===== config.mk =====
export PLATFORM = sky130hd
export DESIGN_NAME = issue_stage
export DESIGN_NICKNAME = d
export VERILOG_FILES = /design/src/hw/iq_cfg_pkg.sv /design/src/hw/iq_instr_pkg.sv /design/src/hw/issue_queue_fifo.sv /design/src/hw/issue_router.sv /design/src/hw/issue_stage.sv /design/src/hw/modn_counter.sv
export SDC_FILE = /design/constraint.sdc
export NUM_CORES = 1
export LEC_CHECK = 0
export ABC_AREA = 0
export BUFFER_PORTS_ARGS = -buffer_cell sky130_fd_sc_hd__buf_2
export CELL_PAD_IN_SITES_DETAIL_PLACEMENT = 0
export CELL_PAD_IN_SITES_GLOBAL_PLACEMENT = 2
export CORE_MARGIN = 2
export CORE_UTILIZATION = 44
export DETAILED_ROUTE_END_ITERATION = 8
export GPL_TIMING_DRIVEN = 0
export HOLD_SLACK_MARGIN = 0.15
export PLACE_DENSITY = 0.8
export SLEW_MARGIN = 20
export SYNTH_ARGS = -nofsm -noshare
export SYNTH_HDL_FRONTEND = slang
export SYNTH_HIERARCHICAL = 1
export SYNTH_SLANG_ARGS = --single-unit
export TNS_END_PERCENT = 30

===== constraint.sdc =====
create_clock -name clk_i -period 11.8 [get_ports clk_i]
set_clock_uncertainty 0.2 [all_clocks]
set_input_delay 1.77 -clock clk_i [delete_from_list [all_inputs] [get_ports clk_i]]
set_output_delay 1.77 -clock clk_i [all_outputs]
set_load 0.03 [all_outputs]

===== src/hw/iq_cfg_pkg.sv =====
/*
 * Issue queue configuration
 * Sizing constants shared by the issue stage RTL
 */

`default_nettype none

package iq_cfg_pkg;

    // --------------------------------------------------
    // Queue sizing
    // --------------------------------------------------

    // Number of issue queue entries, any value of 2 or more
    localparam int IQ_DEPTH = 4;

    // Index width for head and tail positions
    localparam int IQ_IDX_LEN = $clog2(IQ_DEPTH);

    // --------------------------------------------------
    // Datapath widths
    // --------------------------------------------------

    // RV32, width of pc and instruction word
    localparam int XLEN = 32;

endpackage : iq_cfg_pkg

`default_nettype wire


===== src/hw/iq_instr_pkg.sv =====
/*
 * Issue queue instruction definitions
 * Queue entry layout, RISC-V major opcodes and execution unit selector
 */

`default_nettype none

package iq_instr_pkg;

    // --------------------------------------------------
    // Queue entry
    // --------------------------------------------------

    // One fetched instruction waiting for issue
    typedef struct packed {
        logic                         valid;
        // Fetch reported a fault for this pc
        logic                         except_raised;
        logic [iq_cfg_pkg::XLEN-1:0]  pc;
        logic [iq_cfg_pkg::XLEN-1:0]  instr;
    } iq_entry_t;

    // --------------------------------------------------
    // Major opcodes, instr[6:0]
    // --------------------------------------------------

    localparam int OPC_LEN = 7;

    localparam logic [OPC_LEN-1:0] OPC_OP     = 7'b0110011;
    localparam logic [OPC_LEN-1:0] OPC_OP_IMM = 7'b0010011;
    localparam logic [OPC_LEN-1:0] OPC_LUI    = 7'b0110111;
    localparam logic [OPC_LEN-1:0] OPC_AUIPC  = 7'b0010111;
    localparam logic [OPC_LEN-1:0] OPC_BRANCH = 7'b1100011;
    localparam logic [OPC_LEN-1:0] OPC_JAL    = 7'b1101111;
    localparam logic [OPC_LEN-1:0] OPC_JALR   = 7'b1100111;
    localparam logic [OPC_LEN-1:0] OPC_LOAD   = 7'b0000011;
    localparam logic [OPC_LEN-1:0] OPC_STORE  = 7'b0100011;

    // --------------------------------------------------
    // Execution unit selector
    // --------------------------------------------------

    // Exception port catches faults and unknown opcodes
    typedef enum logic [1:0] {
        EU_ALU,
        EU_BRANCH,
        EU_LSU,
        EU_EXCEPT
    } exec_unit_e;

endpackage : iq_instr_pkg

`default_nettype wire


===== src/hw/issue_queue_fifo.sv =====
/*
 * Circular issue queue
 * Entries carry a valid bit, head and tail indices live in external counters
 * Push from fetch, pop toward dispatch, single-cycle flush
 */

`default_nettype none

module issue_queue_fifo (
    input  logic                              clk_i,
    input  logic                              rst_n_i,
    input  logic                              flush_i,

    // Fetch side handshake
    input  logic                              fetch_valid_i,
    output logic                              fetch_ready_o,

    // Dispatch side handshake
    input  logic                              issue_ready_i,
    output logic                              issue_valid_o,

    // Entry in from fetch, head entry out to dispatch
    input  iq_instr_pkg::iq_entry_t           new_entry_i,
    output iq_instr_pkg::iq_entry_t           issued_entry_o,

    // Index counters
    input  logic [iq_cfg_pkg::IQ_IDX_LEN-1:0] head_idx_i,
    input  logic [iq_cfg_pkg::IQ_IDX_LEN-1:0] tail_idx_i,
    output logic                              head_cnt_en_o,
    output logic                              tail_cnt_en_o,
    output logic                              head_cnt_clr_o,
    output logic                              tail_cnt_clr_o
);

    import iq_cfg_pkg::*;
    import iq_instr_pkg::*;

    // Occupancy flag per slot
    logic [IQ_DEPTH-1:0] valid_q;
    // Slot payload, written on push only
    iq_entry_t           data_q [IQ_DEPTH];

    logic                fifo_full;
    logic                head_valid;
    logic                fifo_push;
    logic                fifo_pop;

    // --------------------------------------------------
    // Status
    // --------------------------------------------------

    // Full when every slot holds an entry
    assign fifo_full  = &valid_q;
    // Head slot occupied means something to issue
    assign head_valid = valid_q[head_idx_i];

    // --------------------------------------------------
    // Handshakes
    // --------------------------------------------------

    assign issue_valid_o = head_valid;
    assign fifo_pop      = head_valid & issue_ready_i;

    // Room available, or full with the head leaving this cycle
    // Flush drops any push in the same cycle
    assign fetch_ready_o = ~flush_i & (~fifo_full | fifo_pop);
    assign fifo_push     = fetch_valid_i & fetch_ready_o;

    // --------------------------------------------------
    // Index counter control
    // --------------------------------------------------

    // Each handshake advances its own index
    assign head_cnt_en_o  = fifo_pop;
    assign tail_cnt_en_o  = fifo_push;
    // Flush rewinds both indices to slot 0
    assign head_cnt_clr_o = flush_i;
    assign tail_cnt_clr_o = flush_i;

    // --------------------------------------------------
    // Valid bits
    // --------------------------------------------------
    always_ff @(posedge clk_i or negedge rst_n_i) begin
        if (!rst_n_i) begin
            valid_q <= '0;
        end else if (flush_i) begin
            // Dropping every valid bit empties the queue
            valid_q <= '0;
        end else begin
            if (fifo_pop) begin
                valid_q[head_idx_i] <= 1'b0;
            end
            // Full push-with-pop hits the same slot, set must win
            if (fifo_push) begin
                valid_q[tail_idx_i] <= 1'b1;
            end
        end
    end

    // --------------------------------------------------
    // Payload storage
    // --------------------------------------------------
    always_ff @(posedge clk_i) begin
        if (fifo_push) begin
            data_q[tail_idx_i] <= new_entry_i;
        end
    end

    // --------------------------------------------------
    // Head read port
    // --------------------------------------------------
    always_comb begin
        issued_entry_o       = data_q[head_idx_i];
        // Slot flag is the authority on validity
        issued_entry_o.valid = head_valid;
    end

endmodule : issue_queue_fifo

`default_nettype wire


===== src/hw/issue_router.sv =====
/*
 * Dispatch router
 * Picks the execution unit for the head entry from its major opcode
 * and fetch fault flag, then steers the valid/ready pair to that unit
 */

`default_nettype none

module issue_router (
    // Head entry and its handshake from the queue
    input  iq_instr_pkg::iq_entry_t     issued_entry_i,
    input  logic                        issue_valid_i,
    output logic                        issue_ready_o,

    // Per-target valid outputs
    output logic                        alu_valid_o,
    output logic                        branch_valid_o,
    output logic                        lsu_valid_o,
    output logic                        except_valid_o,

    // Per-target ready inputs
    input  logic                        alu_ready_i,
    input  logic                        branch_ready_i,
    input  logic                        lsu_ready_i,
    input  logic                        except_ready_i,

    // Shared issue payload
    output logic [iq_cfg_pkg::XLEN-1:0] issue_pc_o,
    output logic [iq_cfg_pkg::XLEN-1:0] issue_instr_o
);

    import iq_instr_pkg::*;

    logic [OPC_LEN-1:0] opcode;
    exec_unit_e         unit_sel;

    // Major opcode field
    assign opcode = issued_entry_i.instr[OPC_LEN-1:0];

    // --------------------------------------------------
    // Target selection
    // --------------------------------------------------
    always_comb begin
        if (issued_entry_i.except_raised) begin
            // Fetch fault overrides the opcode
            unit_sel = EU_EXCEPT;
        end else begin
            case (opcode)
                OPC_OP, OPC_OP_IMM, OPC_LUI, OPC_AUIPC: begin
                    unit_sel = EU_ALU;
                end
                // Jumps resolve in the branch unit too
                OPC_BRANCH, OPC_JAL, OPC_JALR: begin
                    unit_sel = EU_BRANCH;
                end
                OPC_LOAD, OPC_STORE: begin
                    unit_sel = EU_LSU;
                end
                // Unknown opcode, illegal instruction
                default: begin
                    unit_sel = EU_EXCEPT;
                end
            endcase
        end
    end

    // --------------------------------------------------
    // Handshake steering
    // --------------------------------------------------

    // Only the selected target sees valid
    assign alu_valid_o    = issue_valid_i & (unit_sel == EU_ALU);
    assign branch_valid_o = issue_valid_i & (unit_sel == EU_BRANCH);
    assign lsu_valid_o    = issue_valid_i & (unit_sel == EU_LSU);
    assign except_valid_o = issue_valid_i & (unit_sel == EU_EXCEPT);

    // Ready back from the selected target
    always_comb begin
        case (unit_sel)
            EU_ALU:    issue_ready_o = alu_ready_i;
            EU_BRANCH: issue_ready_o = branch_ready_i;
            EU_LSU:    issue_ready_o = lsu_ready_i;
            default:   issue_ready_o = except_ready_i;
        endcase
    end

    // Payload goes to all targets
    assign issue_pc_o    = issued_entry_i.pc;
    assign issue_instr_o = issued_entry_i.instr;

endmodule : issue_router

`default_nettype wire


===== src/hw/issue_stage.sv =====
/*
 * Issue stage top
 * Issue queue with head and tail counters feeding the dispatch router
 */

`default_nettype none

module issue_stage (
    input  logic                        clk_i,
    input  logic                        rst_n_i,
    input  logic                        flush_i,

    // Fetch side
    input  logic                        fetch_valid_i,
    output logic                        fetch_ready_o,
    input  iq_instr_pkg::iq_entry_t     new_entry_i,

    // Execution unit handshakes
    output logic                        alu_valid_o,
    input  logic                        alu_ready_i,
    output logic                        branch_valid_o,
    input  logic                        branch_ready_i,
    output logic                        lsu_valid_o,
    input  logic                        lsu_ready_i,
    output logic                        except_valid_o,
    input  logic                        except_ready_i,

    // Issued instruction
    output logic [iq_cfg_pkg::XLEN-1:0] issue_pc_o,
    output logic [iq_cfg_pkg::XLEN-1:0] issue_instr_o
);

    import iq_cfg_pkg::*;
    import iq_instr_pkg::*;

    // Queue indices and their control
    logic [IQ_IDX_LEN-1:0] head_idx;
    logic [IQ_IDX_LEN-1:0] tail_idx;
    logic                  head_cnt_en;
    logic                  tail_cnt_en;
    logic                  head_cnt_clr;
    logic                  tail_cnt_clr;

    // Queue to router
    logic                  issue_valid;
    logic                  issue_ready;
    iq_entry_t             issued_entry;

    // --------------------------------------------------
    // Head and tail counters
    // --------------------------------------------------
    modn_counter #(
        .MODULO  (IQ_DEPTH)
    ) i_head_counter (
        .clk_i   (clk_i),
        .rst_n_i (rst_n_i),
        .en_i    (head_cnt_en),
        .clr_i   (head_cnt_clr),
        .count_o (head_idx)
    );

    modn_counter #(
        .MODULO  (IQ_DEPTH)
    ) i_tail_counter (
        .clk_i   (clk_i),
        .rst_n_i (rst_n_i),
        .en_i    (tail_cnt_en),
        .clr_i   (tail_cnt_clr),
        .count_o (tail_idx)
    );

    // --------------------------------------------------
    // Issue queue
    // --------------------------------------------------
    issue_queue_fifo i_issue_queue_fifo (
        .clk_i          (clk_i),
        .rst_n_i        (rst_n_i),
        .flush_i        (flush_i),
        .fetch_valid_i  (fetch_valid_i),
        .fetch_ready_o  (fetch_ready_o),
        .issue_ready_i  (issue_ready),
        .issue_valid_o  (issue_valid),
        .new_entry_i    (new_entry_i),
        .issued_entry_o (issued_entry),
        .head_idx_i     (head_idx),
        .tail_idx_i     (tail_idx),
        .head_cnt_en_o  (head_cnt_en),
        .tail_cnt_en_o  (tail_cnt_en),
        .head_cnt_clr_o (head_cnt_clr),
        .tail_cnt_clr_o (tail_cnt_clr)
    );

    // --------------------------------------------------
    // Dispatch router
    // --------------------------------------------------
    issue_router i_issue_router (
        .issued_entry_i (issued_entry),
        .issue_valid_i  (issue_valid),
        .issue_ready_o  (issue_ready),
        .alu_valid_o    (alu_valid_o),
        .branch_valid_o (branch_valid_o),
        .lsu_valid_o    (lsu_valid_o),
        .except_valid_o (except_valid_o),
        .alu_ready_i    (alu_ready_i),
        .branch_ready_i (branch_ready_i),
        .lsu_ready_i    (lsu_ready_i),
        .except_ready_i (except_ready_i),
        .issue_pc_o     (issue_pc_o),
        .issue_instr_o  (issue_instr_o)
    );

endmodule : issue_stage

`default_nettype wire


===== src/hw/modn_counter.sv =====
/*
 * Modulo-N index counter
 * Steps on enable and wraps at MODULO, synchronous clear over enable
 */

`default_nettype none

module modn_counter #(
    // Wrap value, count runs 0 .. MODULO-1
    parameter int MODULO = iq_cfg_pkg::IQ_DEPTH
) (
    input  logic                              clk_i,
    input  logic                              rst_n_i,
    input  logic                              en_i,
    input  logic                              clr_i,
    output logic [iq_cfg_pkg::IQ_IDX_LEN-1:0] count_o
);

    // Last value before wrapping back to zero
    logic at_last;

    assign at_last = (int'(count_o) == MODULO - 1);

    // --------------------------------------------------
    // Index register
    // --------------------------------------------------
    always_ff @(posedge clk_i or negedge rst_n_i) begin
        if (!rst_n_i) begin
            count_o <= '0;
        end else if (clr_i) begin
            // Clear wins over a concurrent step
            count_o <= '0;
        end else if (en_i) begin
            if (at_last) begin
                count_o <= '0;
            end else begin
                count_o <= count_o + 1'b1;
            end
        end
    end

endmodule : modn_counter

`default_nettype wire


==> flow_summary.ini <==
[final_layout]
fillers = 1873
area_delta_synth_final_pct = 22.7
drive_above_1_share = 0.509
design_area_um2 = 12800
final_nets = 748

[clock_tree]
clk_pin_slew_ps = 60
cts_resized = 0
clockRootBuffer = clkbuf_16
cts_buffers = 28
cts_buffer_depth = 3
post_cts_buffers = 0
htree_num_levels = 1
clk_latency_ps = 550
cts_hold_buf = 0
cts_num_sinks = 268
cts_tree = done

[sta]
rsz0062_at_grt = no
setup-violations-final = 0
worst_pin_slew_ps = 803
finalHoldViolCount = 0
fmax_ghz = 0.162
fin_crit_ps = 6170
drv_slew = 0
slew_headroom = 0.460
worst_slack_ps = 5630
min_period_over_period = 0.523
setup_tns_ps = 0

[die]
rows = 56
die-width_um = 158
ioPinCount = 143
die-area_um2 = 25000
core_area_um2 = 23400
initial_core_util = 0.447
die-height_um = 158

[routing]
drtAntennaViolNets = 0
dr.pass1.iters = 4
wire_per_inst_um = 19.0
vias = 5003
via_per_inst = 4.93
wl_um = 19300
first_iter_violations = 263
drcViolationCount = 0

[global_route]
grt_pass1_wl_um = 29200
antenna_found_initial = 1
gr-total-overflow = 0
grt_pass1_vias = 5227
grt_max_degree = 20
track_usage = 0.156

[synthesis]
yosys_warnings = 6
synth_area_per_cell_um2 = 21.9
syn_area_um2 = 10500
syn_inst = 478
synth_nets = 554

[outcome]
status = finished clean

[worst_hold_path]
hold_depth = 2
min_path_type = reg -> reg

[setup_path]
critPathKind = reg -> out
worstPathMaxFanout = 10
endpoint_kind = output pin
worstPathArrival_ps = 4200
rr_worst_depth = 16
cp-start-kind = flip-flop
crit_required_ps = 9830

[run]
cap_viol_max_count = 0

[placement]
io_buffers = 141
postPlaceCellArea_um2 = 11900
gp_congestion = 0.818
pre_cts_slack_ps = 6170
hpwl_um = 12900

[pwr]
p_per_area_nw_per_um2 = 164
power.total_uw = 2110
ir_drop_mv = 0.180
p_leak_uw = 0.00450
==> worst max-delay path, cell delays in order, from the launching register on <==
cell      delay, ps
dfrtp_1         370
buf_2           300
clkbuf_1        490
mux4_2          400
and4bb_1        340
o211ai_1        110
nor2b_1         150
a221o_1         400
nor2b_1         200
a211oi_4        600
nor2_1           70
buf_2           200
==> sequential cells by signal, summed over array words and instances (netlist names) <==
signal / count
i_issue_queue_fifo/valid_q: 4
i_tail_counter/count_o: 2
i_issue_queue_fifo/data_q: 260
i_head_counter/count_o: 2
==> cells in the final DEF (no fill, tap or decap), drive strengths merged, types with 3 or more instances in the layout <==
cell type	count
nand3b	3
mux2i	3
nand2b	3
nor2	9
nor2b	3
edfxtp	260
buf	240
nand2	4
clkbuf	39
bufinv	3
a21oi	4
o21ai	4
nand3	5
dfrtp	8
mux4	65
clkinv	14
and2	4
==> worst paths after layout <==
kind	from	to	slack [ps]
setup / recovery	i_head_counter/count_o[1]	fetch_ready_o	5630
hold / removal	i_head_counter/count_o[1]	i_head_counter/count_o[1]	370
setup reg to reg	i_head_counter/count_o[0]	i_issue_queue_fifo/data_q[0][44]	6400
hold reg to reg	i_head_counter/count_o[1]	i_head_counter/count_o[1]	370
max in group asynchronous	rst_n_i	i_issue_queue_fifo/valid_q[2]	10340
min in group asynchronous	rst_n_i	i_head_counter/count_o[1]	870
==> metal layers <==
| layer | global-route usage | up-vias | routed length [um] |
|---|---|---|---|
| li1 | - | 2286 | - |
| met2 | 0.263 | 139 | 9850 |
| met4 | 0.0476 | 2 | 396 |
| met5 | 0 | - | 13 |
| met1 | 0.209 | 2539 | 8010 |
| met3 | 0.0294 | 37 | 1020 |
==> area by class of cell <==
cell class / count / area [um2] / share of cell area
Tap cell: 319 / 399 / 0.0311
Antenna cell: 1 / 2.50 / 0.000195
Inverter: 2 / 7.51 / 0.000584
Buffer: 82 / 574 / 0.0447
Clock buffer: 33 / 719 / 0.0560
Sequential cell: 268 / 8010 / 0.623
Clock inverter: 19 / 189 / 0.0147
Timing Repair Buffer: 164 / 1040 / 0.0808
Multi-Input combinational cell: 126 / 1910 / 0.149
==> metrics by stage <==
| stage | utilization | cells | hold slack [ps] |
|---|---|---|---|
| after floorplan | - | 478 | 298 |
| after global placement | 0.495 | 938 | 324 |
| after detailed placement | 0.510 | 961 | 357 |
| after CTS | 0.549 | 1013 | 370 |
| after global routing | 0.549 | 1013 | 408 |
| final | 0.549 | 1014 | 370 |
==> power by group <==
group          internal [uW]  switching (uW)
registers               1060            5.05
logic                   86.3             107
clock network            501             344
total                   1650             456
Note: power is estimated with default switching activity, not from simulation.
